[config.mk]
export PLATFORM = sky130hd
export DESIGN_NAME = mpmc_responder
export DESIGN_NICKNAME = d
export VERILOG_FILES = /design/src/source/mpmc_pkg.sv /design/src/source/mpmc_responder.sv
export SDC_FILE = /design/constraint.sdc
export NUM_CORES = 1
export LEC_CHECK = 0
export ABC_AREA = 1
export ABC_CLOCK_PERIOD_IN_PS = 13800
export BUFFER_PORTS_ARGS = -buffer_cell sky130_fd_sc_hd__buf_2
export CAP_MARGIN = 15
export CORE_AREA = 4 4 504 506
export DETAILED_ROUTE_END_ITERATION = 8
export DIE_AREA = 0 0 508 510
export PLACE_DENSITY_LB_ADDON = 0.25
export SYNTH_ARGS = -nofsm -noshare
export SYNTH_HDL_FRONTEND = slang
export SYNTH_SLANG_ARGS = --single-unit
[constraint.sdc]
create_clock -name mem_ui_clk -period 13.8 [get_ports mem_ui_clk]
set_clock_uncertainty 0.05 [all_clocks]
set_input_delay 2.76 -clock mem_ui_clk [delete_from_list [all_inputs] [get_ports mem_ui_clk]]
set_output_delay 2.76 -clock mem_ui_clk [all_outputs]
set_load 0.01 [all_outputs]
[src/source/mpmc_pkg.sv]
`default_nettype none

package mpmc_pkg;

	// ========================================================================
	// widths
	// ========================================================================
	localparam int NUM_CH     = 4;
	localparam int DATA_W     = 256;
	localparam int SEL_W      = DATA_W / 8;
	localparam int ADDR_W     = 32;
	localparam int APP_ADDR_W = 30;
	// byte offset within a 32-byte line
	localparam int LINE_OFS   = 5;

	// native application interface command codes
	localparam logic [2:0] APP_CMD_WRITE = 3'd0;
	localparam logic [2:0] APP_CMD_READ  = 3'd1;

	// refresh timing, counted in mem_ui_clk cycles
	localparam int REFRESH_INTERVAL = 512;
	localparam int REF_CNT_W        = $clog2(REFRESH_INTERVAL);

	typedef logic [1:0] port_t;

	typedef enum logic [2:0] {
		IDLE,
		REFRESH,
		CMD,
		WRITE_DATA,
		READ_WAIT,
		DONE
	} mpmc_state_t;

	// one request as captured from a channel
	typedef struct packed {
		logic              we;
		logic [ADDR_W-1:0] adr;
		logic [SEL_W-1:0]  sel;
		logic [DATA_W-1:0] data;
	} held_req_t;

endpackage

`default_nettype wire

[src/source/mpmc_responder.sv]
`timescale 1ns/1ps
`default_nettype none

module mpmc_responder (
	input  logic                          mem_ui_clk,
	input  logic                          irst,
	input  logic                          wr_done,
	input  logic                          rd_done,
	input  mpmc_pkg::port_t               done_port,
	input  logic [mpmc_pkg::DATA_W-1:0]   rd_line,
	output logic [mpmc_pkg::NUM_CH-1:0]   ch_ack,
	output logic [mpmc_pkg::DATA_W-1:0]   ch_dat [mpmc_pkg::NUM_CH]
);
	import mpmc_pkg::*;

	// ========================================================================
	// per-channel ack and read data
	// ========================================================================

	// ack is a single-cycle pulse to the finishing channel
	always_ff @(posedge mem_ui_clk) begin
		if (irst) begin
			ch_ack <= '0;
		end else begin
			ch_ack <= '0;
			if (wr_done || rd_done)
				ch_ack[done_port] <= 1'b1;
		end
	end

	// data holds until that channel's next read completes
	for (genvar i = 0; i < NUM_CH; i++) begin : g_dat
		always_ff @(posedge mem_ui_clk) begin
			if (rd_done && done_port == port_t'(i))
				ch_dat[i] <= rd_line;
		end
	end

endmodule

`default_nettype wire

# [Yosys cells after proc, flatten, opt, wreduce, memory -nomap -nowiden]
# Cells that the tools add are included.
# Widths: inputs -> output; s select.
[word_totals] out_inout_bits=1028 wordCells=21 regBits=1028 rom_bits=0 inputBits=262 ramBits=0 n_memories=0 latchBits=0
[op_classes] n_addsub=0 eq_ne=3 shifts=0 n_div=0 magnitude_cmp=2 n_reduce_logical=8 muxes=2 n_bitwise=1 n_mul=0
[ops] cell="$logic_and 1x1->1" count=5
[ops] cell="$eq 2x2->1 const B" count=2
[ops] cell="$lt 2x3->1 const B" count=1
[ops] cell="$demux 1 s2" count=1
[ops] cell="$eq 2x1->1 const B" count=1
[ops] cell="$ge 2x1->1 const B" count=1
[ops] cell="$logic_not 2->1" count=1
[ops] cell="$reduce_or 2->1" count=1
[ops] cell="$logic_or 1x1->1" count=1
[ops] cell="$mux 1" count=1
[ops] cell="$not 1->1" count=1

# [Longest topological paths before layout]
[logic_depth] ltp_word=4 depth_mapped=3 ltp_nobuf=3

# [Worst setup path before layout]
# No wires, ideal clock.
[synth_path] path_kind="input to register" start="in done_port[1]" end="reg ch_dat[1000] in the netlist's numbering, enable pin" n_path_buf=0 setup_slack_ns=-0.668 required_time_ns=12.870 path_stages=3 arrival_ns=13.538 setup_time_ns=0.880 path_cell_list="inv_1 > nand2_1 > nor2_1"
[synth_via] elab_chain_cells=2
[synth_lines] element="from (decl)" line="mpmc_responder.sv:9" rtl="input mpmc_pkg::port_t done_port,"
[synth_lines] element="$logic_not 2->1" line="mpmc_responder.sv:34" rtl="if (rd_done && done_port == port_t'(i))"
[synth_lines] element="$logic_and 1x1->1" line="mpmc_responder.sv:34"
[synth_lines] element="to (signal, indexed assignment)" line="mpmc_responder.sv:35" rtl="ch_dat[i] <= rd_line;"
[synth_lines] element="to (decl)" line="mpmc_responder.sv:12" rtl="output logic [mpmc_pkg::DATA_W-1:0] ch_dat [mpmc_pkg::NUM_CH]"
# No other way between the ends.
# A chain may end at the register's enable or synchronous reset.

# [Worst setup path after layout]
[layout_path] start="in done_port[1]" end="reg ch_dat[875] in the netlist's numbering, enable pin"
# The elaborated chain is that of the path after synthesis.

==> flow_summary.ini <==
[drt]
finalWirelength_um = 147300
vias_per_cell = 2.945
dr.pass1.iters = 4
ant_nets = 0
vias = 17510
route.detailed.drc = 0
wl_per_cell_um = 24.77
drtIter0Drc = 1514

[sta]
whs_ns = 2.169
finalSetupTns_ns = 0
final.min_clock_period_ns = 5.038
slew_viol_final = 0
final-setup-viol-count = 0
slew_headroom_pct = 24.83
max_freq_mhz = 198.5
fin_crit_sh_pct = 36.51
rsz0062_at_grt = no
tightest_slew_ns = 1.128
finalHoldViolCount = 0

[power]
switching_share_pct = 23.55
p_clk_share_pct = 42.4
peakVddDrop_mv = 0.09745
power.share.sequential_pct = 51.3
p_leak_nw = 16.46
powerDensity_nw_per_um2 = 155.7
total_power_w = 0.007086
p_comb_share_pct = 6.2
p_sw_w = 0.001669
p_int_w = 0.005417

[status]
status = completed

[critical_path]
start_kind = input port
slowest_stage = nor2_4
critical_path_class = in -> reg
required_ns = 14.08
slowest_delay_ns = 0.67
cp_max_fo = 104
end_kind = register
cp_top_family = buffers and inverters
cp_cell_sequence = buf_2 -> inv_1 -> nand2_1 -> nor2_4 -> buf_4 -> buf_12
crit_buf_inv = 4
arrival_ns = 5.32

[grt]
grt_remaining_overflow = 0
grt_pass1_wl_um = 182600
track_usage_pct = 10.72
grt_max_degree = 105
grt_pass1_vias = 17340
antenna_found_initial = 105

[place]
dp_hpwl_um = 116100
place_congestion = 0.7897
placed_cell_area_um2 = 41740
dp.cells = 5702
portBuffers = 1289

[layout]
fin_area_um2 = 45500
fill_cells = 27040
area_growth_pct = 47.26
layout-drive-gt1-share_pct = 57.78
stdcell_count = 5945
finalNetCount = 2731

[synthesis]
async_reset_ff_share_pct = 0
synth_area_um2 = 30900
synth-edff-count = 1024
yosys-top-cells-area = edfxtp_1, dfxtp_1, nor2_1, inv_1, nand2_1
syn_area_per_cell_um2 = 29.57
ys_top_cells_by_count = edfxtp_1, nor2_1, dfxtp_1, inv_1, nand2_1
synth_seq_cells = 1028
syn_nets = 1307
yosys.cell_count.top_type = edfxtp_1
netlist_instances = 1045
yosysWarnings = 0
synth_top_cell_by_area = edfxtp_1
ys.flop_type = edfxtp_1
synth_cell_type_count = 6
synth_top_area_share_pct = 99.52
ys_seq_area_share_pct = 99.78

[hold_path]
min_path_type = in -> reg

[die]
dieArea_um2 = 259100
ios = 1290
num_rows = 184
core_um2 = 250000
initial_core_util_pct = 12.36
die_h_um = 510
die_w_um = 508

[clocking]
cts_root_buf = clkbuf_16
h-tree-depth = 3
clk_path_buf_depth = 3
cts_hold_buf = 0
cts_resized = 0
post-cts-setup-buffers = 0
cts_tree = done
clkTransAtPathRegs_ns = 0.06
cts_inserted_buffers = 113
cts.sinks = 1028

[flow_run]
maxCapViolations = 0
==> cell usage in the layout (no fill, tap or decap), types with 7 or more instances in the layout <==
cell          n
buf_2      1289
buf_4        18
bufinv_16     9
clkbuf_1     18
clkbuf_16   114
clkinv_1     24
clkinv_2     23
clkinv_4      7
diode_2      34
edfxtp_1   1024
==> final cells by class <==
type                       count  area [µm²]  share of cell area [%]
clock buffer                 133        2934                   6.448
tap                         3348        4189                   9.206
antenna                       34       85.08                  0.1870
timing repair buffer        1309        6626                   14.56
sequential                  1028       30830                   67.76
inverter                       4       15.01                 0.03300
multi-input combinational     13       83.83                  0.1842
clock inverter                76       738.2                   1.622
==> power by group through the flow <==
stage / Sequential (W) / Combinational, W / Clock, W
after floorplan: 0.00381 / 0.0000321 / 0
after global placement: 0.00371 / 0.000461 / 0
after detailed placement: 0.00370 / 0.000460 / 0
after CTS: 0.00364 / 0.000461 / 0.00313
after global routing: 0.00365 / 0.000473 / 0.00325
final: 0.00364 / 0.000441 / 0.00301
==> flip-flops by register name (all words and copies together), names as in the netlist <==
register,flops
ch_ack,4
ch_dat,1024
==> logic make-up after synthesis <==
family                 count (synthesis)  share of synthesized area (%)
buffers and inverters                  4                        0.04858
AND/OR/NAND/NOR                       12                         0.1458
flip-flops                          1028                          99.78
AO/OA/AOI/OAI                          1                        0.02835
==> through the flow <==
stage,setup slack [ns],utilization [%]
after detailed placement,7.986,16.70
after floorplan,3.730,-
after global placement,7.980,16.70
after global routing,8.679,18.18
final,8.762,18.20
after CTS,8.851,18.17
==> metal layers <==
metal	vias up	wire [µm]	part of all wire, %	GRT usage [%]
met4	36	4411	3.0	3.541
met2	1236	65560	45	16.55
met1	8787	55790	38	12.62
met3	239	21250	14	5.895
li1	7209	-	-	-
met5	-	237	0.16	0
==> path summary, 6_finish.rpt <==
check,to,depth (start not counted),slack (ns),from
max,ch_dat[875],6,8.76,done_port[1]
min,ch_dat[27],1,2.17,rd_line[27]
No activity file was read; power rests on OpenSTA's default activity.
