===== config.mk =====
export PLATFORM = sky130hd
export DESIGN_NAME = mpmc_arbiter_flat
export DESIGN_NICKNAME = d
export VERILOG_FILES = /design/src/source/mpmc_pkg.sv /design/src/source/mpmc_req_if.sv /design/src/source/mpmc_arbiter.sv /design/src/flat_wrapper.sv
export SDC_FILE = /design/constraint.sdc
export NUM_CORES = 1
export LEC_CHECK = 0
export BUFFER_PORTS_ARGS = -buffer_cell sky130_fd_sc_hd__clkbuf_2
export CORE_AREA = 2 2 636 638
export DETAILED_ROUTE_END_ITERATION = 8
export DIE_AREA = 0 0 638 640
export HOLD_SLACK_MARGIN = 0.02
export PLACE_DENSITY = 0.3
export SLEW_MARGIN = 20
export SYNTH_ARGS = -nofsm -noshare
export SYNTH_HDL_FRONTEND = slang
export SYNTH_SLANG_ARGS = --single-unit

===== constraint.sdc =====
create_clock -name mem_ui_clk -period 23 [get_ports mem_ui_clk]
set_input_delay 3.45 -clock mem_ui_clk [delete_from_list [all_inputs] [get_ports mem_ui_clk]]
set_output_delay 3.45 -clock mem_ui_clk [all_outputs]
set_load 0.01 [all_outputs]

===== src/source/mpmc_pkg.sv =====
`default_nettype none

package mpmc_pkg;

	// ========================================================================
	// widths
	// ========================================================================
	localparam int NUM_CH     = 4;
	localparam int DATA_W     = 256;
	localparam int SEL_W      = DATA_W / 8;
	localparam int ADDR_W     = 32;
	localparam int APP_ADDR_W = 30;
	// byte offset within a 32-byte line
	localparam int LINE_OFS   = 5;

	// native application interface command codes
	localparam logic [2:0] APP_CMD_WRITE = 3'd0;
	localparam logic [2:0] APP_CMD_READ  = 3'd1;

	// refresh timing, counted in mem_ui_clk cycles
	localparam int REFRESH_INTERVAL = 512;
	localparam int REF_CNT_W        = $clog2(REFRESH_INTERVAL);

	typedef logic [1:0] port_t;

	typedef enum logic [2:0] {
		IDLE,
		REFRESH,
		CMD,
		WRITE_DATA,
		READ_WAIT,
		DONE
	} mpmc_state_t;

	// one request as captured from a channel
	typedef struct packed {
		logic              we;
		logic [ADDR_W-1:0] adr;
		logic [SEL_W-1:0]  sel;
		logic [DATA_W-1:0] data;
	} held_req_t;

endpackage

`default_nettype wire


===== src/source/mpmc_req_if.sv =====
`timescale 1ns/1ps
`default_nettype none

interface mpmc_req_if;
	import mpmc_pkg::*;

	// granted request, stable while valid is high
	logic      valid;
	port_t     port;
	held_req_t req;
	// single-cycle pop of the granted holder
	logic      take;

	modport source (
		output valid, port, req,
		input  take
	);

	modport sink (
		input  valid, port, req,
		output take
	);

endinterface

`default_nettype wire


===== src/source/mpmc_arbiter.sv =====
`timescale 1ns/1ps
`default_nettype none

module mpmc_arbiter (
	input  logic                          mem_ui_clk,
	input  logic                          irst,
	input  logic [mpmc_pkg::NUM_CH-1:0]   ch_cyc,
	input  logic [mpmc_pkg::NUM_CH-1:0]   ch_we,
	input  logic [mpmc_pkg::ADDR_W-1:0]   ch_adr  [mpmc_pkg::NUM_CH],
	input  logic [mpmc_pkg::SEL_W-1:0]    ch_sel  [mpmc_pkg::NUM_CH],
	input  logic [mpmc_pkg::DATA_W-1:0]   ch_data [mpmc_pkg::NUM_CH],
	mpmc_req_if.source                    rq
);
	import mpmc_pkg::*;

	held_req_t         hold [NUM_CH];
	logic [NUM_CH-1:0] full;
	logic [NUM_CH-1:0] armed;
	port_t             ptr;
	port_t             grant;
	logic              grant_ok;

	// ========================================================================
	// request holders, one entry per channel
	// ========================================================================
	for (genvar i = 0; i < NUM_CH; i++) begin : g_hold
		// payload only, no reset needed
		always_ff @(posedge mem_ui_clk) begin
			if (ch_cyc[i] && !full[i] && armed[i]) begin
				hold[i].we   <= ch_we[i];
				hold[i].adr  <= ch_adr[i];
				hold[i].sel  <= ch_sel[i];
				hold[i].data <= ch_data[i];
			end
		end

		always_ff @(posedge mem_ui_clk) begin
			if (irst) begin
				full[i]  <= 1'b0;
				armed[i] <= 1'b1;
			end else begin
				if (ch_cyc[i] && !full[i] && armed[i]) begin
					full[i]  <= 1'b1;
					armed[i] <= 1'b0;
				end else if (!ch_cyc[i]) begin
					// channel dropped cyc after its ack, ready for the next one
					armed[i] <= 1'b1;
				end
				if (rq.take && rq.port == port_t'(i))
					full[i] <= 1'b0;
			end
		end
	end

	// ========================================================================
	// round-robin grant
	// ========================================================================
	always_comb begin
		port_t idx;
		grant    = ptr;
		grant_ok = 1'b0;
		for (int k = 0; k < NUM_CH; k++) begin
			idx = ptr + port_t'(k);
			if (!grant_ok && full[idx]) begin
				grant    = idx;
				grant_ok = 1'b1;
			end
		end
	end

	// search restarts just past the last winner
	always_ff @(posedge mem_ui_clk) begin
		if (irst)
			ptr <= '0;
		else if (rq.take)
			ptr <= rq.port + port_t'(1);
	end

	assign rq.valid = grant_ok;
	assign rq.port  = grant;
	assign rq.req   = hold[grant];

endmodule

`default_nettype wire


===== src/flat_wrapper.sv =====
// flat-port wrapper written by rule: the top's interface ports become plain ports
module mpmc_arbiter_flat import mpmc_pkg::*;
  (mem_ui_clk, irst, ch_cyc, ch_we, ch_adr, ch_sel, ch_data, rq_valid, rq_port, rq_req, rq_take);
  mpmc_req_if rq_i ();
  input  logic mem_ui_clk;
  input  logic irst;
  input  logic [mpmc_pkg::NUM_CH-1:0] ch_cyc;
  input  logic [mpmc_pkg::NUM_CH-1:0] ch_we;
  input  logic [mpmc_pkg::ADDR_W-1:0] ch_adr[mpmc_pkg::NUM_CH];
  input  logic [mpmc_pkg::SEL_W-1:0] ch_sel[mpmc_pkg::NUM_CH];
  input  logic [mpmc_pkg::DATA_W-1:0] ch_data[mpmc_pkg::NUM_CH];
  output wire logic [$bits(rq_i.valid)-1:0] rq_valid;
  output wire logic [$bits(rq_i.port)-1:0] rq_port;
  output wire logic [$bits(rq_i.req)-1:0] rq_req;
  input wire logic [$bits(rq_i.take)-1:0] rq_take;
  assign rq_valid = rq_i.valid;
  assign rq_port = rq_i.port;
  assign rq_req = rq_i.req;
  assign rq_i.take = rq_take;
  mpmc_arbiter u_core (.mem_ui_clk(mem_ui_clk), .irst(irst), .ch_cyc(ch_cyc), .ch_we(ch_we), .ch_adr(ch_adr), .ch_sel(ch_sel), .ch_data(ch_data), .rq(rq_i));
endmodule

Yosys cells after proc, flatten, opt, wreduce, memory -nomap -nowiden
Memory sizes are Yosys's and may differ from the RTL's. Index checks and enable logic that the tools add are counted.

Output and inout port bits: 324. Word-level logic and storage cells: 83. Memories: 1. Memory bits (writable): 1284. Bits in registers: 10.

Add/sub/neg operators: 4. Equal/unequal tests: 7. Muxes and demuxes: 31. Order comparisons: 4. Reductions and logical operators: 27.

Memories: u_core.hold (words 4, bits a word 321, read ports 1, clocked after memory_dff 0, write ports 4, line mpmc_arbiter.sv:16) `held_req_t hold [NUM_CH];`.

Operator list (number): $mux 1 (24); $logic_and 1x1->1 (15); $lt 2x3->1 const B (4); $bmux 1 s2 (4); $ne 2x1->1 const B (4); $reduce_or 2->1 (4); $logic_not 1->1 (7); $mux 2 (3); $add 2x1->2 const B (2); $add 2x2->2 const B (2); $eq 2x2->1 const B (2); $eq 2x1->1 const B (1); $logic_not 2->1 (1).

Depth between registers and ports, before layout
Depth in word-level cells: 15. Depth in mapped cells: 10. Depth with buffers taken out: 6.

Least setup slack after synthesis
No wires, ideal clock.

Kind: input-to-reg. Start point: input port ch_cyc[1] (netlist name). End point: memory u_core.hold[1][0] (netlist name), enable pin. Path slack: 5.077 ns. Data required time: 21.983 ns. Arrival: 16.906 ns. Stages: 2. Path buffers: 0. Setup time: 1.017 ns. Cells stage by stage: nand2_1 -> nor2_1.

RTL lines: start: declaration (line flat_wrapper.sv:7) `input logic [mpmc_pkg::NUM_CH-1:0] ch_cyc;`; end: declaration (line mpmc_arbiter.sv:16).

Worst setup path after layout
Start point: register u_core.full[3]. End point: output port rq_req[130].

Longest elaborated chain between the ends: 13.

RTL lines: start: declaration (line mpmc_arbiter.sv:17) `logic [NUM_CH-1:0] full;`; start signal: indexed assignment (line mpmc_arbiter.sv:39) `full[i] <= 1'b0;`; start signal: indexed assignment (line mpmc_arbiter.sv:43) `full[i] <= 1'b1;`; start signal: indexed assignment (line mpmc_arbiter.sv:50) `full[i] <= 1'b0;`; $bmux 1 s2 (line mpmc_arbiter.sv:64) `if (!grant_ok && full[idx]) begin`; $mux 1 (not written as such) (line mpmc_arbiter.sv:64); $mux 1 (line mpmc_arbiter.sv:64); $logic_not 1->1 (line mpmc_arbiter.sv:64); $logic_and 1x1->1 (line mpmc_arbiter.sv:64); $mux 1 (line mpmc_arbiter.sv:64); $logic_not 1->1 (line mpmc_arbiter.sv:64); $logic_and 1x1->1 (line mpmc_arbiter.sv:64); $mux 1 (line mpmc_arbiter.sv:64); $logic_not 1->1 (line mpmc_arbiter.sv:64); $logic_and 1x1->1 (line mpmc_arbiter.sv:64); $mux 2 * (line mpmc_arbiter.sv:64); $mem_v2 4x321 *; end: declaration (line flat_wrapper.sv:14) `output wire logic [$bits(rq_i.req)-1:0] rq_req;`.

Mark *: on every way between the ends. The rest lies on a longest branch, timed or not. The select of a mux whose other input is x is not followed.

==> results.py <==
metrics = {
    "sta": {
        "layout_min_cycle_time_ns": 9.63,
        "final.setup_skew_ns": 0.0547,
        "slew_viol_final": 0,
        "hold_viol": 0,
        "fin_tns_setup_ns": 0,
        "slew_headroom_pct": 14.2,
        "fmax_ghz": 0.104,
        "setup_viol": 0,
        "period_share_pct": 41.9,
        "tightest_slew_ns": 1.29,
        "rsz0062_at_grt": "no",
        "postLayoutSetupSlackWorst_ns": 13.37,
    },
    "floorplanning": {
        "placement_rows": 233,
        "fp.dieW_um": 638,
        "core-area_um2": 401000,
        "die-height_um": 640,
        "io_pins": 1615,
        "dieArea_um2": 408000,
        "start_util_pct": 12.1,
    },
    "synthesis": {
        "ys_seq_area_share_pct": 80.1,
        "yosys-top-cells-area": "edfxtp_1, mux2i_1, a22oi_1",
        "yosysTopAreaCellShare_pct": 79.7,
        "synth_cells": 2811,
        "avgSynthCellArea_um2": 17.2,
        "synth_warnings": 0,
        "netlist_area_um2": 48400,
        "ys_ff_latch": 1294,
        "syn_nets": 4102,
        "synth_area_leader_cell": "edfxtp_1",
        "ys_types": 29,
    },
    "worst_setup_path": {
        "crit_top_cell": "buf_4",
        "cpMaxStageDelayCell": "buf_4",
        "r2r_setup_slack_ns": 18.87,
        "critPathKind": "reg2out",
        "cp-end-kind": "output pin",
        "crit_fanout": 82,
        "worstPathCellList": "nor2b_1 > o21ai_0 > nand3_4 > inv_16 > buf_4 > buf_4 > buf_4 > a21oi_1 > a22oi_1 > clkbuf_2",
        "crit_family": "buffers and inverters",
        "startpoint_type": "register",
        "cp.buffers_inverters": 5,
        "cp_data_arrival_time_ns": 6.18,
        "required_ns": 19.55,
        "slowest_delay_ns": 0.71,
    },
    "detailed_routing": {
        "post-route-drc-count": 0,
        "num_vias": 33300,
        "via_per_inst": 3.35,
        "drt_first_pass_iters": 5,
        "drtIter0Drc": 2434,
        "wl_per_cell_um": 29.2,
        "wl_um": 290000,
        "ant_nets": 0,
    },
    "cells_and_area": {
        "layout-drive-gt1-share_pct": 41.9,
        "area_delta_synth_final_pct": 41.6,
        "instances_no_fill": 9940,
        "n_fill_cell": 44100,
        "nets": 5781,
        "layout_commonest_cell": "clkbuf_2",
        "final_cell_mix": "clkbuf_2, edfxtp_1, nand2_1",
    },
    "placement": {
        "io_buffers": 1614,
        "preCtsSetupSlack_ns": 14.03,
        "finalWeightedCongestion": 0.875,
        "place_hpwl_um": 226000,
        "dp_cells": 9600,
    },
    "clock_network": {
        "hold_buffers": 0,
        "clkLatencyLatePin_ns": 0.88,
        "cts.clk_slew.worst_paths_ns": 0.06,
        "cts_tree": "done",
        "cts_buffers": 175,
        "post_cts_buffers": 0,
        "clock_sinks": 1294,
        "clock_path_buffers": 4,
        "cts-resized-gates": 0,
        "cts_root_buffer": "clkbuf_16",
        "htreeDepth": 4,
    },
    "global_route": {
        "grt_antenna_before_repair": 123,
        "gr-total-overflow": 0,
        "grt_max_degree": 153,
        "grt_pass1_vias": 34700,
        "grt_pass1_wl_um": 366000,
        "grt_usage_pct": 13.6,
    },
    "power": {
        "leakagePower_uw": 0.0267,
        "power_uw": 7920,
        "powerDensity_nw_per_um2": 116,
        "ir_worst_vdd_mv": 0.0599,
    },
    "run_status": {
        "outcome": "complete, no violations",
    },
    "worst_hold_path": {
        "hp-class": "reg2reg",
    },
    "job": {
        "maxCapViolCount": 0,
    },
}
## registers in the layout, summed over array words and instances (netlist names)
register	flops
u_core.ptr	2
u_core.hold	1284
u_core.armed	4
u_core.full	4
## logic make-up (layout without fill, tap and decap cells)
family / Yosys count / after routing / synth area share, %
flip-flops: 1294 / 1294 / 80.1
AO/OA/AOI/OAI: 656 / 656 / 8.50
AND/OR/NAND/NOR: 356 / 356 / 2.87
multiplexers: 321 / 321 / 6.64
buffers and inverters: 184 / 1990 / 1.92
other: 0 / 36 / 0
## Yosys cell counts
master    instances
inv_1             1
and3b_1           1
nor3_1            1
nand2_1         332
a211oi_1          1
nor4_2            1
nor2_2            1
a211o_1           1
mux2i_1         321
clkinv_2          1
nand3_1           2
buf_4            35
buf_1            16
clkbuf_1         67
a311oi_1          4
nor2_1            8
nor2b_1           4
buf_2            60
o21bai_1          1
a22oi_1         321
nand3b_1          5
or4b_1            1
edfxtp_1       1284
a21oi_1         325
buf_6             4
o21ai_0           1
o21a_1            1
a31oi_1           1
dfxtp_1          10
## power breakdown
part,total [uW],leakage [uW],switching [uW],internal (uW)
Combinational,2240,0.0117,1620,628
Sequential,2900,0.0122,74.6,2830
Clock,2780,0.00273,1140,1630
## worst register-to-register path, delay by kind of cell, from the launching register on
kind                   cells  cell delay, ns
buffers and inverters      4            3.00
flip-flops                 1            0.40
AND/OR/NAND/NOR            1            0.29
## layer usage
metal / routed length (um) / vias up / GRT usage, %
met1: 114000 / 17000 / 15.9
met3: 17700 / 384 / 3.27
met4: 6070 / 62 / 3.34
met2: 152000 / 1421 / 24.6
li1: - / 14500 / -
met5: 362 / - / 0
## through the flow
stage	cell area (um^2)	utilization, %	hold WS, ns
finish	68600	17.1	0.501
detailed placement	62800	15.7	0.489
global placement	62800	15.7	0.482
floorplan	48400	-	0.463
global route	68500	17.1	0.522
CTS	68500	17.1	0.502
## final cells by class
class / count / area, um^2 / area share (%)
antenna: 36 / 90.1 / 0.131
clock buffer: 208 / 4550 / 6.63
clock inverter: 96 / 1070 / 1.56
inverter: 2 / 23.8 / 0.0347
multi-input combinational: 1333 / 8770 / 12.8
sequential: 1294 / 38800 / 56.5
tap: 5287 / 6620 / 9.65
timing repair buffer: 1684 / 8680 / 12.7
## final timing paths
kind | startpoint | to | depth (start not counted)
min | u_core.armed[1] | u_core.armed[1] | 2
min reg2reg | u_core.armed[1] | u_core.armed[1] | 2
max reg2reg | u_core.full[1] | u_core.hold[1][56] | 5
max | u_core.full[3] | rq_req[130] | 10
No activity file was read; power rests on OpenSTA's default activity.
