==> config.mk <==
export PLATFORM = sky130hd
export DESIGN_NAME = mpmc_sequencer_flat
export DESIGN_NICKNAME = d
export VERILOG_FILES = /design/src/source/mpmc_pkg.sv /design/src/source/mpmc_req_if.sv /design/src/source/mpmc_sequencer.sv /design/src/flat_wrapper.sv
export SDC_FILE = /design/constraint.sdc
export NUM_CORES = 1
export LEC_CHECK = 0
export BUFFER_PORTS_ARGS = -buffer_cell sky130_fd_sc_hd__buf_2
export CAP_MARGIN = 30
export CORE_AREA = 2 2 454 456
export CTS_CLUSTER_DIAMETER = 100
export DETAILED_ROUTE_END_ITERATION = 10
export DIE_AREA = 0 0 456 458
export HOLD_SLACK_MARGIN = 0.12
export PLACE_DENSITY = 0.3
export SLEW_MARGIN = 10
export SYNTH_ARGS = -nofsm -noshare
export SYNTH_HDL_FRONTEND = slang
export SYNTH_SLANG_ARGS = --single-unit
==> constraint.sdc <==
create_clock -name mem_ui_clk -period 33.4 [get_ports mem_ui_clk]
set_input_delay 5.01 -clock mem_ui_clk [delete_from_list [all_inputs] [get_ports mem_ui_clk]]
set_output_delay 5.01 -clock mem_ui_clk [all_outputs]
set_load 0.03 [all_outputs]
==> src/source/mpmc_pkg.sv <==
`default_nettype none

package mpmc_pkg;

	// ========================================================================
	// widths
	// ========================================================================
	localparam int NUM_CH     = 4;
	localparam int DATA_W     = 256;
	localparam int SEL_W      = DATA_W / 8;
	localparam int ADDR_W     = 32;
	localparam int APP_ADDR_W = 30;
	// byte offset within a 32-byte line
	localparam int LINE_OFS   = 5;

	// native application interface command codes
	localparam logic [2:0] APP_CMD_WRITE = 3'd0;
	localparam logic [2:0] APP_CMD_READ  = 3'd1;

	// refresh timing, counted in mem_ui_clk cycles
	localparam int REFRESH_INTERVAL = 512;
	localparam int REF_CNT_W        = $clog2(REFRESH_INTERVAL);

	typedef logic [1:0] port_t;

	typedef enum logic [2:0] {
		IDLE,
		REFRESH,
		CMD,
		WRITE_DATA,
		READ_WAIT,
		DONE
	} mpmc_state_t;

	// one request as captured from a channel
	typedef struct packed {
		logic              we;
		logic [ADDR_W-1:0] adr;
		logic [SEL_W-1:0]  sel;
		logic [DATA_W-1:0] data;
	} held_req_t;

endpackage

`default_nettype wire

==> src/source/mpmc_req_if.sv <==
`timescale 1ns/1ps
`default_nettype none

interface mpmc_req_if;
	import mpmc_pkg::*;

	// granted request, stable while valid is high
	logic      valid;
	port_t     port;
	held_req_t req;
	// single-cycle pop of the granted holder
	logic      take;

	modport source (
		output valid, port, req,
		input  take
	);

	modport sink (
		input  valid, port, req,
		output take
	);

endinterface

`default_nettype wire

==> src/source/mpmc_sequencer.sv <==
`timescale 1ns/1ps
`default_nettype none

module mpmc_sequencer (
	input  logic                            mem_ui_clk,
	input  logic                            irst,
	input  logic                            calib_complete,
	mpmc_req_if.sink                        rq,
	input  logic                            app_rdy,
	input  logic                            app_wdf_rdy,
	input  logic [mpmc_pkg::DATA_W-1:0]     app_rd_data,
	input  logic                            app_rd_data_valid,
	input  logic                            app_ref_ack,
	output logic                            app_en,
	output logic [2:0]                      app_cmd,
	output logic [mpmc_pkg::APP_ADDR_W-1:0] app_addr,
	output logic [mpmc_pkg::DATA_W-1:0]     app_wdf_data,
	output logic [mpmc_pkg::SEL_W-1:0]      app_wdf_mask,
	output logic                            app_wdf_wren,
	output logic                            app_wdf_end,
	output logic                            app_ref_req,
	output logic                            wr_done,
	output logic                            rd_done,
	output mpmc_pkg::port_t                 done_port,
	output logic [mpmc_pkg::DATA_W-1:0]     rd_line
);
	import mpmc_pkg::*;

	mpmc_state_t          state;
	held_req_t            cur;
	port_t                cur_port;
	logic                 cmd_acc;
	logic                 wdf_acc;
	logic                 cmd_fire;
	logic                 wdf_fire;
	logic                 cmd_ok;
	logic                 wdf_ok;
	logic [REF_CNT_W-1:0] ref_cnt;
	logic                 ref_pend;
	logic                 rd_valid_r;
	logic [ADDR_W-1:0]    line_adr;

	// pop the granted holder only when no refresh is waiting
	assign rq.take = (state == IDLE) && calib_complete && !ref_pend && rq.valid;

	always_ff @(posedge mem_ui_clk) begin
		if (rq.take) begin
			cur      <= rq.req;
			cur_port <= rq.port;
		end
	end

	// ========================================================================
	// application interface outputs
	// ========================================================================
	assign line_adr     = {cur.adr[ADDR_W-1:LINE_OFS], {LINE_OFS{1'b0}}};
	assign app_addr     = line_adr[APP_ADDR_W-1:0];
	assign app_cmd      = cur.we ? APP_CMD_WRITE : APP_CMD_READ;
	assign app_wdf_data = cur.data;
	// mask bit set means byte lane is left alone
	assign app_wdf_mask = ~cur.sel;

	assign app_en       = (state == CMD) && !cmd_acc;
	assign app_wdf_wren = ((state == CMD) || (state == WRITE_DATA)) && cur.we && !wdf_acc;
	assign app_wdf_end  = app_wdf_wren;

	assign cmd_fire = app_en && app_rdy;
	assign wdf_fire = app_wdf_wren && app_wdf_rdy;
	assign cmd_ok   = cmd_acc || cmd_fire;
	assign wdf_ok   = wdf_acc || wdf_fire;

	assign wr_done   = (state == DONE) && cur.we;
	assign rd_done   = (state == DONE) && !cur.we;
	assign done_port = cur_port;

	// ========================================================================
	// main FSM
	// ========================================================================
	always_ff @(posedge mem_ui_clk) begin
		if (irst) begin
			state       <= IDLE;
			cmd_acc     <= 1'b0;
			wdf_acc     <= 1'b0;
			app_ref_req <= 1'b0;
		end else begin
			case (state)
			IDLE: begin
				cmd_acc <= 1'b0;
				wdf_acc <= 1'b0;
				if (calib_complete) begin
					if (ref_pend)
						state <= REFRESH;
					else if (rq.valid)
						state <= CMD;
				end
			end
			REFRESH: begin
				// request goes up one cycle in, drops on the ack
				if (app_ref_req && app_ref_ack) begin
					app_ref_req <= 1'b0;
					state       <= IDLE;
				end else begin
					app_ref_req <= 1'b1;
				end
			end
			CMD: begin
				if (cmd_fire)
					cmd_acc <= 1'b1;
				if (wdf_fire)
					wdf_acc <= 1'b1;
				if (!cur.we) begin
					if (cmd_fire)
						state <= READ_WAIT;
				end else if (cmd_ok && wdf_ok) begin
					state <= DONE;
				end else if (cmd_ok) begin
					state <= WRITE_DATA;
				end
			end
			WRITE_DATA: begin
				// command is in, still waiting on the data beat
				if (wdf_fire) begin
					wdf_acc <= 1'b1;
					state   <= DONE;
				end
			end
			READ_WAIT: begin
				if (rd_valid_r)
					state <= DONE;
			end
			DONE: begin
				state <= IDLE;
			end
			default: begin
				state <= IDLE;
			end
			endcase
		end
	end

	// ========================================================================
	// refresh interval
	// ========================================================================
	always_ff @(posedge mem_ui_clk) begin
		if (irst || !calib_complete) begin
			ref_cnt  <= '0;
			ref_pend <= 1'b0;
		end else begin
			if (ref_cnt == REF_CNT_W'(REFRESH_INTERVAL - 1))
				ref_cnt <= '0;
			else
				ref_cnt <= ref_cnt + 1'b1;
			// first pending refresh comes right at calibration
			if (ref_cnt == '0)
				ref_pend <= 1'b1;
			else if (state == IDLE && ref_pend)
				ref_pend <= 1'b0;
		end
	end

	// read return, one beat per line
	always_ff @(posedge mem_ui_clk) begin
		if (irst)
			rd_valid_r <= 1'b0;
		else
			rd_valid_r <= app_rd_data_valid;
	end

	always_ff @(posedge mem_ui_clk) begin
		if (app_rd_data_valid)
			rd_line <= app_rd_data;
	end

endmodule

`default_nettype wire

==> src/flat_wrapper.sv <==
// flat-port wrapper written by rule: the top's interface ports become plain ports
module mpmc_sequencer_flat import mpmc_pkg::*;
  (mem_ui_clk, irst, calib_complete, app_rdy, app_wdf_rdy, app_rd_data, app_rd_data_valid, app_ref_ack, app_en, app_cmd, app_addr, app_wdf_data, app_wdf_mask, app_wdf_wren, app_wdf_end, app_ref_req, wr_done, rd_done, done_port, rd_line, rq_valid, rq_port, rq_req, rq_take);
  mpmc_req_if rq_i ();
  input  logic mem_ui_clk;
  input  logic irst;
  input  logic calib_complete;
  input  logic app_rdy;
  input  logic app_wdf_rdy;
  input  logic [mpmc_pkg::DATA_W-1:0] app_rd_data;
  input  logic app_rd_data_valid;
  input  logic app_ref_ack;
  output logic app_en;
  output logic [2:0] app_cmd;
  output logic [mpmc_pkg::APP_ADDR_W-1:0] app_addr;
  output logic [mpmc_pkg::DATA_W-1:0] app_wdf_data;
  output logic [mpmc_pkg::SEL_W-1:0] app_wdf_mask;
  output logic app_wdf_wren;
  output logic app_wdf_end;
  output logic app_ref_req;
  output logic wr_done;
  output logic rd_done;
  output mpmc_pkg::port_t done_port;
  output logic [mpmc_pkg::DATA_W-1:0] rd_line;
  input wire logic [$bits(rq_i.valid)-1:0] rq_valid;
  input wire logic [$bits(rq_i.port)-1:0] rq_port;
  input wire logic [$bits(rq_i.req)-1:0] rq_req;
  output wire logic [$bits(rq_i.take)-1:0] rq_take;
  assign rq_i.valid = rq_valid;
  assign rq_i.port = rq_port;
  assign rq_i.req = rq_req;
  assign rq_take = rq_i.take;
  mpmc_sequencer u_core (.mem_ui_clk(mem_ui_clk), .irst(irst), .calib_complete(calib_complete), .rq(rq_i), .app_rdy(app_rdy), .app_wdf_rdy(app_wdf_rdy), .app_rd_data(app_rd_data), .app_rd_data_valid(app_rd_data_valid), .app_ref_ack(app_ref_ack), .app_en(app_en), .app_cmd(app_cmd), .app_addr(app_addr), .app_wdf_data(app_wdf_data), .app_wdf_mask(app_wdf_mask), .app_wdf_wren(app_wdf_wren), .app_wdf_end(app_wdf_end), .app_ref_req(app_ref_req), .wr_done(wr_done), .rd_done(rd_done), .done_port(done_port), .rd_line(rd_line));
endmodule
== Word level (Yosys, flattened, before mapping) ==
Index checks and enable logic that the tools add are counted.
Cells by class
  add/subtract/negate cells: 1
  eq/ne operators: 15
  muxes and demuxes: 19
  bitwise operators: 1
  reductions and logical operators: 32
Operator list (count)
  32-bit NOT: 1
  3-bit two-way mux: 10
  3-bit case mux with 5 select lines: 1
  1-bit logical AND: 13
  2-bit by 1-bit != test with 1-bit output, second input constant: 5
  9-bit by 1-bit adder with 9-bit output, second input constant: 1
  9-bit == test, second input constant: 1
  9-bit zero test: 1
  7-bit AND reduction: 1
  3-bit by 2-bit == test with 1-bit output, second input constant: 2
  3-bit == test, second input constant: 2
  1-bit two-way mux: 6
  2-bit nonzero test: 3
  1-bit zero test: 5
  1-bit logical OR: 4
  4-bit != test, second input constant: 1
  1-bit case mux with 2 select lines: 2
  2-bit AND reduction: 2
  2-bit OR reduction: 2
  3-bit by 1-bit == test with 1-bit output, second input constant: 1
  3-bit zero test: 1
  3-bit by 1-bit != test with 1-bit output, second input constant: 1
  3-bit by 2-bit != test with 1-bit output, second input constant: 1
  2-bit != test, second input constant: 1
Storage, ports and cells
  register bits after elaboration: 594
  bits of input ports: 587
  output and inout port bits: 586
  logic and storage cells: 81

== Depth between registers and ports, before layout ==
Gate-level depths: netlist of run 1.
  word-level depth: 10
  depth in mapped cells: 7
  gate-level depth less buffers: 6

== Worst setup path after synthesis of run 1 ==
No wires, ideal clock.
  path type: input-to-output
  start: input rq_valid
  end: output rq_take
  data arrival time: 26.777 ns
  required time: 28.390 ns
  setup slack: 1.613 ns
  stages: 2
  buffers on the path: 0
  path through: nand2_1 -> nor3_1
On the way
  word-level cells in the longest chain between the ends: 1
RTL lines
  start: declaration: RTL line flat_wrapper.sv:25  | input wire logic [$bits(rq_i.valid)-1:0] rq_valid;
  1-bit logical AND: RTL line mpmc_sequencer.sv:44  | assign rq.take = (state == IDLE) && calib_complete && !ref_pend && rq.valid;
  end: declaration: RTL line flat_wrapper.sv:28  | output wire logic [$bits(rq_i.take)-1:0] rq_take;
Every way passes these cells.

== Worst setup path after layout of run 1 ==
  start: input calib_complete
  end: output rq_take
On the way
  word-level cells in the longest chain between the ends: 3
RTL lines
  start: declaration: RTL line flat_wrapper.sv:7  | input logic calib_complete;
  1-bit logical AND (3 in series): RTL line mpmc_sequencer.sv:44
Every way passes these cells.

==> results.py, run 1 <==
metrics = {
    "hold_path": {
        "hp-start": "u_core.ref_cnt[0]",
        "min_to": "u_core.ref_cnt[0]",
        "hold_path.class": "reg -> reg",
        "holdPathStages": 1,
    },
    "die": {
        "ios": 1173,
        "fp.dieW_um": 456,
        "core_area_mm2": 0.204,
        "initial_core_util_pct": 10.0,
        "rows": 166,
        "die_height_um": 458,
        "die-area_mm2": 0.209,
    },
    "pwr": {
        "leakage_nw": 11.9,
        "swShare_pct": 27.2,
        "power.density_mw_per_mm2": 65.2,
        "p_int_w": 0.00143,
        "comb_power_share_pct": 11.6,
        "pwr-share-clk_pct": 43.4,
        "pwr-share-seq_pct": 45.1,
        "power.switching_w": 0.000536,
        "ir_drop_mv": 0.0331,
    },
    "yosys": {
        "synthTopCellsByArea": "edfxtp_1 (84%), buf_4 (11%), dfxtp_1 (1.7%)",
        "yosysUniqueCellTypes": 47,
        "synth-main-ff-cell": "edfxtp_1",
        "synth_edf_count": 572,
        "yosys_warnings": 0,
        "syn_area_per_cell_um2": 20.5,
        "async_reset_ff_share_pct": 0,
        "ys_seq_area_share_pct": 85.8,
        "ys_ff_latch": 589,
        "yosysTopAreaCellShare_pct": 84.1,
        "yosys.area.top_type": "edfxtp_1",
        "syn_inst": 994,
        "synthesis.area_mm2": 0.0204,
    },
    "worst_setup_path": {
        "timing.rr.end": "u_core.cur[271]",
        "worstReg2RegStart": "u_core.state[2]",
        "cp_max_fo": 4,
        "crit_path_frequent_cell": "buf_2",
        "r2r_setup_slack_ps": 28480,
        "cp_num_buf_inv": 2,
        "crit_path_end_kind": "primary output",
        "ff2ff_path_depth": 7,
        "crit_type": "in -> out",
        "arrival_ps": 5690,
        "path_cells": "buf_2 > nand2_1 > nor3_2 > buf_2",
        "slowest_delay_ps": 330,
        "cp_top_family": "buffers and inverters",
        "critPathLaunchType": "input pin",
        "critPathSlowestCell": "buf_2",
        "critical_path_required_ps": 28390,
    },
    "global_routing": {
        "grt_overflow": 0,
        "grt_usage_pct": 8.62,
        "antenna_found_initial": 76,
        "grt_pass1_vias": 12700,
        "grt_max_degree": 77,
        "grt_pass1_wl_mm": 119,
    },
    "routing": {
        "ant_nets": 0,
        "initialDrtViolationCount": 758,
        "num_vias": 12100,
        "wire_per_inst_um": 19.8,
        "dr.pass1.iters": 4,
        "drc_errors": 0,
        "drt-total-wl_mm": 93.7,
        "vias_per_cell": 2.57,
    },
    "clock_network": {
        "ctsResizeCount": 0,
        "cts-root-buf": "clkbuf_16",
        "htreeDepth": 3,
        "numCtsBuffers": 80,
        "cts.sinks": 589,
        "post_cts_buffers": 0,
        "clk_pin_slew_ps": 60,
        "cts_hold_buf": 0,
        "cts_buffer_depth": 3,
        "clk_latency_ps": 690,
        "cts_tree": "done",
    },
    "final_layout": {
        "mostFrequentLayoutCells": "buf_2 (1,157), edfxtp_1 (572), clkbuf_16 (82)",
        "seq_area_mm2": 0.0175,
        "final_area_mm2": 0.0302,
        "layout_commonest_cell": "buf_2",
        "multi_input_area_um2": 586,
        "drive_gt1_share_pct": 63.9,
        "nNetsFinal": 2550,
        "area_delta_synth_final_pct": 48.0,
        "fill_cells": 22700,
    },
    "timing": {
        "max_slew_margin_pct": 38.4,
        "fin_crit_sh_pct": 32.0,
        "skew_ps": 32.9,
        "hold_ws_ps": 462,
        "slew_viol_final": 0,
        "final_hold_viol_count": 0,
        "grt_setup_unrepaired": "no",
        "clock.fmax_mhz": 93.5,
        "period_needed_ps": 10700,
        "worst_pin_slew_ps": 924,
        "fin_setup_tns_ps": 0,
        "setup_violations": 0,
    },
    "place": {
        "place_area_mm2": 0.0275,
        "io_buffers": 1158,
        "dpl.hpwl_mm": 77.9,
        "place_congestion": 0.828,
    },
    "run": {
        "drv_cap": 0,
    },
    "status": {
        "outcome": "complete, no violations",
    },
}
[power groups by stage]
stage	Sequential, W	Combinational (W)	Clock (W)
floorplan	0.000972	0.0000879	0
global placement	0.000903	0.000234	0
detailed placement	0.000903	0.000235	0
CTS	0.000889	0.000235	0.000896
global route	0.000892	0.000240	0.000922
finish	0.000887	0.000228	0.000854
[worst max-delay path by stage]
stage                         from       to  slack, ps  depth (start not counted)
global route        calib_complete  rq_take      22640                          4
floorplan                 rq_valid  rq_take       1610                          2
detailed placement  calib_complete  rq_take      22680                          4
global placement    calib_complete  rq_take      22650                          4
finish              calib_complete  rq_take      22700                          4
CTS                 calib_complete  rq_take      22670                          4
[registers in the layout (all words and copies together) (netlist names), 2 cells and up]
signal               count
u_core.app_addr         25
u_core.app_wdf_data    256
u_core.cur              33
u_core.done_port         2
u_core.rd_line         256
u_core.ref_cnt           9
u_core.state             3
[kinds of logic after synthesis]
family	share of synthesized area (%)
compound gates	0.858
xor+xnor	0.257
fa+ha+maj	0.184
buf+inv	11.5
flops	85.8
mux	0.123
other cells	0.0184
simple gates	1.29
[through the flow]
stage	setup WS (ps)	cells	total power, W	util (%)
final	22700	4727	0.00197	14.8
after floorplan	1610	1000	0.00106	-
after detailed placement	22680	4565	0.00114	13.5
after CTS	22670	4706	0.00202	14.8
after global routing	22640	4714	0.00205	14.8
after global placement	22650	4563	0.00114	13.5
[Yosys cell counts, types with 2 or more instances]
cell,count
buf_4,291
a21oi_1,2
a22oi_1,2
nand2b_1,2
nor3b_1,2
nor3_1,3
inv_1,39
xor2_1,3
xnor2_1,3
edfxtp_1,572
and3_2,2
nand2_1,2
and2b_1,2
nor2b_1,2
and3_1,4
nor2_1,12
dfxtp_1,17
nand3_1,3
ha_1,3
[routing by layer]
metal | vias up | GRT usage [%] | part of all wire [%]
met3 | 213 | 4.16 | 10
met5 | - | 0 | 0.48
li1 | 5326 | - | -
met2 | 636 | 15.9 | 54
met1 | 5880 | 8.29 | 33
met4 | 72 | 3.02 | 3.1
[area by class of cell]
type                            count  area share (%)
Multi-Input combinational cell     79            1.94
Timing Repair Buffer             1170            19.7
Sequential cell                   589            58.0
Clock inverter                     35            1.48
Clock buffer                      106            7.09
Inverter                           40           0.497
Antenna cell                       20           0.166
Tap cell                         2688            11.1
[worst register-to-register path, stage by stage, from the launching register on]
cell	delay [ps]
dfxtp_1	410
or3_4	530
nor3_2	170
buf_4	310
buf_4	590
buf_4	740
buf_4	830
buf_4	900
(Power assumes the default switching activity.)
==> run 2, diff against run 1 <==
Settings changed: ABC_AREA set to 1.
Clock period 33.4 ns to 10.1 ns, I/O delays scaled along.
==> run 2 against run 1 <==
Against the previous run: sequential power rose to 3.5 times the previous value; flip-flop and latch count did not move; power rose to 3.6 times the previous value; highest routed layer unchanged.
==> results.py, run 2 <==
metrics = {
    "status": {
        "outcome": "complete, no violations",
    },
    "timing": {
        "slew_viol_final": 0,
        "period_needed_ps": 4290,
        "clock.fmax_mhz": 233,
        "skew_ps": 23.3,
        "max_slew_margin_pct": 25.9,
        "hold_ws_ps": 468,
        "fin_crit_sh_pct": 42.5,
        "final_hold_viol_count": 0,
        "worst_pin_slew_ps": 1110,
        "grt_setup_unrepaired": "no",
        "setup_violations": 0,
    },
    "pwr": {
        "power.density_mw_per_mm2": 235,
        "leakage_nw": 11.9,
        "total_power_w": 0.00708,
        "ir_drop_mv": 0.115,
    },
    "place": {
        "io_buffers": 1158,
        "place_area_mm2": 0.0275,
        "place_congestion": 0.842,
        "dpl.hpwl_mm": 74.7,
    },
    "worst_setup_path": {
        "crit_path_end_kind": "primary output",
        "cp_num_buf_inv": 3,
        "cp_top_family": "buffers and inverters",
        "slowest_delay_ps": 610,
        "crit_path_frequent_cell": "buf_2",
        "ff2ff_path_depth": 7,
        "arrival_ps": 2770,
        "cp.depth": 4,
        "critPathSlowestCell": "nor3_4",
        "path_cells": "buf_2 > inv_12 > nor3_4 > buf_2",
        "crit_type": "in -> out",
        "critical_path_required_ps": 8590,
        "critPathLaunchType": "input pin",
        "cp_max_fo": 9,
    },
    "routing": {
        "ant_nets": 0,
        "vias_per_cell": 2.59,
        "num_vias": 12300,
        "drt-total-wl_mm": 92.7,
        "initialDrtViolationCount": 802,
        "drc_errors": 0,
        "dr.pass1.iters": 5,
        "wire_per_inst_um": 19.5,
    },
    "yosys": {
        "synth-main-ff-cell": "edfxtp_1",
        "synthesis.area_mm2": 0.0204,
        "yosysTopAreaCellShare_pct": 84.2,
        "yosys.area.top_type": "edfxtp_1",
        "yosysMostFrequentCell": "edfxtp_1",
        "yosysUniqueCellTypes": 27,
        "synth_commonest_cells": "edfxtp_1 (572), buf_4 (289), inv_1 (55)",
        "yosys_warnings": 0,
        "ys_ff_latch": 589,
        "async_reset_ff_share_pct": 0,
        "ys_seq_area_share_pct": 85.9,
        "syn_area_per_cell_um2": 19.7,
        "synthTopCellsByArea": "edfxtp_1 (84%), buf_4 (11%), dfxtp_1 (1.7%)",
        "synth_edf_count": 572,
        "syn_inst": 1034,
    },
    "clock_network": {
        "post_cts_buffers": 0,
        "cts_tree": "done",
        "htreeDepth": 3,
        "cts_hold_buf": 0,
        "ctsResizeCount": 0,
        "cts-root-buf": "clkbuf_16",
        "clk_pin_slew_ps": 60,
        "numCtsBuffers": 81,
        "cts.sinks": 589,
        "clk_latency_ps": 690,
        "cts_buffer_depth": 3,
    },
    "global_routing": {
        "grt_pass1_vias": 12400,
        "grt_pass1_wl_mm": 118,
        "grt_usage_pct": 8.48,
        "antenna_found_initial": 72,
        "grt_max_degree": 135,
        "grt_overflow": 0,
    },
    "die": {
        "fp.dieW_um": 456,
        "ios": 1173,
        "initial_core_util_pct": 10.0,
        "die_height_um": 458,
        "rows": 166,
        "core_area_mm2": 0.204,
        "die-area_mm2": 0.209,
    },
    "final_layout": {
        "mostFrequentLayoutCells": "buf_2 (1,157), edfxtp_1 (572), clkbuf_16 (81)",
        "area_delta_synth_final_pct": 47.9,
        "drive_gt1_share_pct": 62.8,
        "layout_commonest_cell": "buf_2",
        "nNetsFinal": 2587,
        "final_area_mm2": 0.0302,
    },
    "hold_path": {
        "holdPathStages": 1,
        "hold_path.class": "reg -> reg",
    },
    "run": {
        "drv_cap": 0,
    },
}
[run 2: through the flow]
| stage | utilization, % | std cells | TNS, ps | setup WS [ps] |
|---|---|---|---|---|
| final | 14.8 | 4757 | 0 | 5810 |
| after global routing | 14.8 | 4749 | 0 | 5620 |
| after CTS | 14.8 | 4748 | 0 | 5760 |
| after detailed placement | 13.5 | 4602 | 0 | 5650 |
| after global placement | 13.5 | 4601 | 0 | 5560 |
| after floorplan | - | 1040 | -382 | -382 |
[run 2: final timing paths]
path | startpoint | to | slack, ps
hold / removal | u_core.ref_cnt[0] | u_core.ref_cnt[0] | 470
setup reg to reg | u_core.state[1] | u_core.app_wdf_data[201] | 6470
hold reg to reg | u_core.ref_cnt[0] | u_core.ref_cnt[0] | 470
setup / recovery | rq_valid | rq_take | 5810
[run 2: layer usage]
layer | GRT usage [%] | routed length, µm
met2 | 15.0 | 48000
met1 | 9.03 | 34000
met4 | 3.07 | 2650
met3 | 3.39 | 7840
met5 | 0 | 284
[run 2: layout make-up]
type	instances	area, µm²
multi-input combinational	104	532
antenna	9	22.5
fill	22800	174000
sequential	589	17500
timing repair buffer	1164	5900
tap	2688	3360
inverter	57	231
clock inverter	53	528
clock buffer	93	2080
[run 2: power breakdown]
group / leakage [nW] / internal (W) / total [W] / switching (W)
Sequential: 5.56 / 0.00299 / 0.00307 / 0.0000802
Combinational: 5.08 / 0.000267 / 0.00114 / 0.000872
Clock: 1.27 / 0.00165 / 0.00287 / 0.00122
[run 2: logic make-up (layout without fill, tap and decap cells)]
group / count (synthesis) / in the layout / synth area share [%]
DFF: 589 / 589 / 85.9
buffers and inverters: 347 / 1367 / 11.7
and+or+nand+nor: 73 / 73 / 1.64
AOI/OAI and AO/OA: 21 / 21 / 0.601
adders and majority gates: 3 / 3 / 0.184
other: 1 / 16 / 0.0184
==> run 3, diff against run 2 <==
Settings changed: ABC_AREA 1 to 0, CORE_AREA 2 2 454 456 to 2 2 463 465, DIE_AREA 0 0 456 458 to 0 0 465 467.
Clock period 10.1 ns to 3.5 ns, I/O delays scaled along.
==> run 3 against run 2 <==
Against the previous run: global-route usage grew 1.2 points; count of clock-buffer cells in the layout increased by 7; sequential share of layout area shrank 9.8 points; combinational power up 140%; core utilization increased by 2.4 points; critical path type is now reg -> out; largest power group unchanged.
==> results.py, run 3 (same netlist as run 1, synthesis figures left out) <==
metrics = {
    "global_routing": {
        "grtUsageMet3_pct": 4.55,
        "grt_usage_pct": 9.68,
        "globalRoute.busiestLayer": "met2",
        "antenna_found_initial": 67,
        "grt_max_degree": 83,
        "grt_pass1_wl_mm": 140,
        "grt_overflow": 0,
        "grt_pass1_vias": 15700,
        "use_met2_pct": 17.2,
        "use_met1_pct": 10.1,
    },
    "final_layout": {
        "layout_commonest_cell": "buf_2",
        "drive_gt1_share_pct": 50.4,
        "mostFrequentLayoutCells": "buf_2 (1,157), dlygate4sd3_1 (574), edfxtp_1 (572)",
        "multi_input_area_um2": 592,
        "fill_cells": 23300,
        "seq_area_mm2": 0.0175,
        "nNetsFinal": 3132,
        "area_delta_synth_final_pct": 77.9,
        "fin_cells": 5456,
        "final_core_util_pct": 17.2,
    },
    "routing": {
        "vias_per_cell": 2.65,
        "initialDrtViolationCount": 579,
        "wire_per_inst_um": 20.1,
        "drc_errors": 0,
        "drt-total-wl_mm": 110,
        "ant_nets": 0,
        "dr.pass1.iters": 4,
        "num_vias": 14400,
    },
    "place": {
        "io_buffers": 1158,
        "place_worst_setup_slack_ps": 1080,
        "dp_cells": 4704,
        "dpl.hpwl_mm": 90.9,
        "place_congestion": 0.812,
    },
    "timing": {
        "worst_pin_slew_ps": 651,
        "grt_setup_unrepaired": "no",
        "clock.fmax_mhz": 336,
        "slew_viol_final": 0,
        "skew_ps": 20.9,
        "fin_setup_tns_ps": 0,
        "setup_violations": 0,
        "final_hold_viol_count": 0,
        "max_slew_margin_pct": 56.6,
        "fin_ws_ps": 522,
        "period_needed_ps": 2980,
        "fin_crit_sh_pct": 85.1,
    },
    "worst_setup_path": {
        "cp_max_fo": 34,
        "arrival_ps": 2450,
        "critical_path_required_ps": 2970,
        "crit_type": "reg -> out",
        "ff2ff_path_depth": 4,
        "crit_path_end_kind": "primary output",
        "critPathLaunchType": "flop",
    },
    "die": {
        "die_height_um": 467,
        "rows": 169,
        "core_area_mm2": 0.212,
        "fp.dieW_um": 465,
        "ios": 1173,
        "initial_core_util_pct": 9.64,
        "die-area_mm2": 0.217,
    },
    "clock_network": {
        "clk_pin_slew_ps": 60,
        "cts-root-buf": "clkbuf_16",
        "clk_latency_ps": 680,
        "cts_buffer_depth": 3,
        "cts.sinks": 589,
        "htreeDepth": 3,
        "ctsResizeCount": 0,
        "cts_tree": "done",
        "numCtsBuffers": 83,
    },
    "pwr": {
        "ir_drop_mv": 0.377,
        "leakage_nw": 14.4,
        "comb_power_share_pct": 14.1,
        "total_power_w": 0.0197,
        "power.switching_w": 0.00543,
        "pwr-share-clk_pct": 42.7,
        "swShare_pct": 27.6,
        "pwr-share-seq_pct": 43.2,
        "power.density_mw_per_mm2": 542,
        "p_int_w": 0.0143,
    },
    "hold_path": {
        "hold_path.class": "in -> reg",
        "holdPathStages": 1,
    },
    "status": {
        "outcome": "complete, no violations",
    },
    "run": {
        "drv_cap": 0,
    },
}
[run 3: cell types whose count changed in the layout (fill, tap and decap cells not counted), sizes merged, moves of 5 or more]
cell | previous run | this run
diode | 9 | 26
and3 | 1 | 6
nand3 | 9 | 3
dlygate4sd3 | 0 | 574
nand4 | 5 | 0
clkbuf | 93 | 100
o21ai | 6 | 1
inv | 67 | 48
nand2 | 25 | 2
nor2 | 26 | 12
buf | 1164 | 1175
a21oi | 11 | 2
[run 3: stage by stage]
stage | hold WS [ps] | cell area, µm²
6_report | 160 | 36300
5_1_grt | 127 | 36300
4_1_cts | 125 | 36300
3_5_place_dp | 456 | 27800
3_3_place_gp | 468 | 27800
2_1_floorplan | 426 | 20500
[run 3: final cells by class]
class	count	share of cell area (%)
multi-input cells	79	1.63
clock inverters	52	1.35
flip-flops and latches	589	48.2
clock buffers	100	6.07
repair buffers	1749	32.4
inverters	40	0.413
well taps	2821	9.72
diodes	26	0.179
[run 3: per-layer routing]
layer | up-vias | wire length [µm]
met3 | 187 | 11200
met2 | 884 | 55600
li1 | 6511 | -
met4 | 40 | 3120
met1 | 6826 | 39600
met5 | - | 264
[run 3: power by group through the flow]
stage	Combinational [W]	Clock, W	Sequential, W
after global placement	0.00229	0	0.00867
after CTS	0.00286	0.00888	0.00853
final	0.00277	0.00841	0.00851
after global routing	0.00294	0.00908	0.00855
after floorplan	0.000841	0	0.00913
after detailed placement	0.00227	0	0.00866
[run 3: final timing paths]
check	slack [ps]	end	from
setup reg to reg	1090	u_core.app_wdf_data[158]	u_core.state[0]
hold reg to reg	460	u_core.ref_cnt[0]	u_core.ref_cnt[0]
hold / removal	160	u_core.app_wdf_data[77]	rq_req[77]
setup / recovery	520	rq_take	u_core.state[0]
[run 3: critical path, cell delays in order (launching register included)]
cell and delay (ps):
dfxtp_2 390, or3_4 460, nor3_4 270, buf_12 300, buf_2 270
[run 3: timing repair]
action	4_1_cts	5_1_grt
buffers inserted	0	0
hold buffers	574	0
hold endpoints to repair	576	0
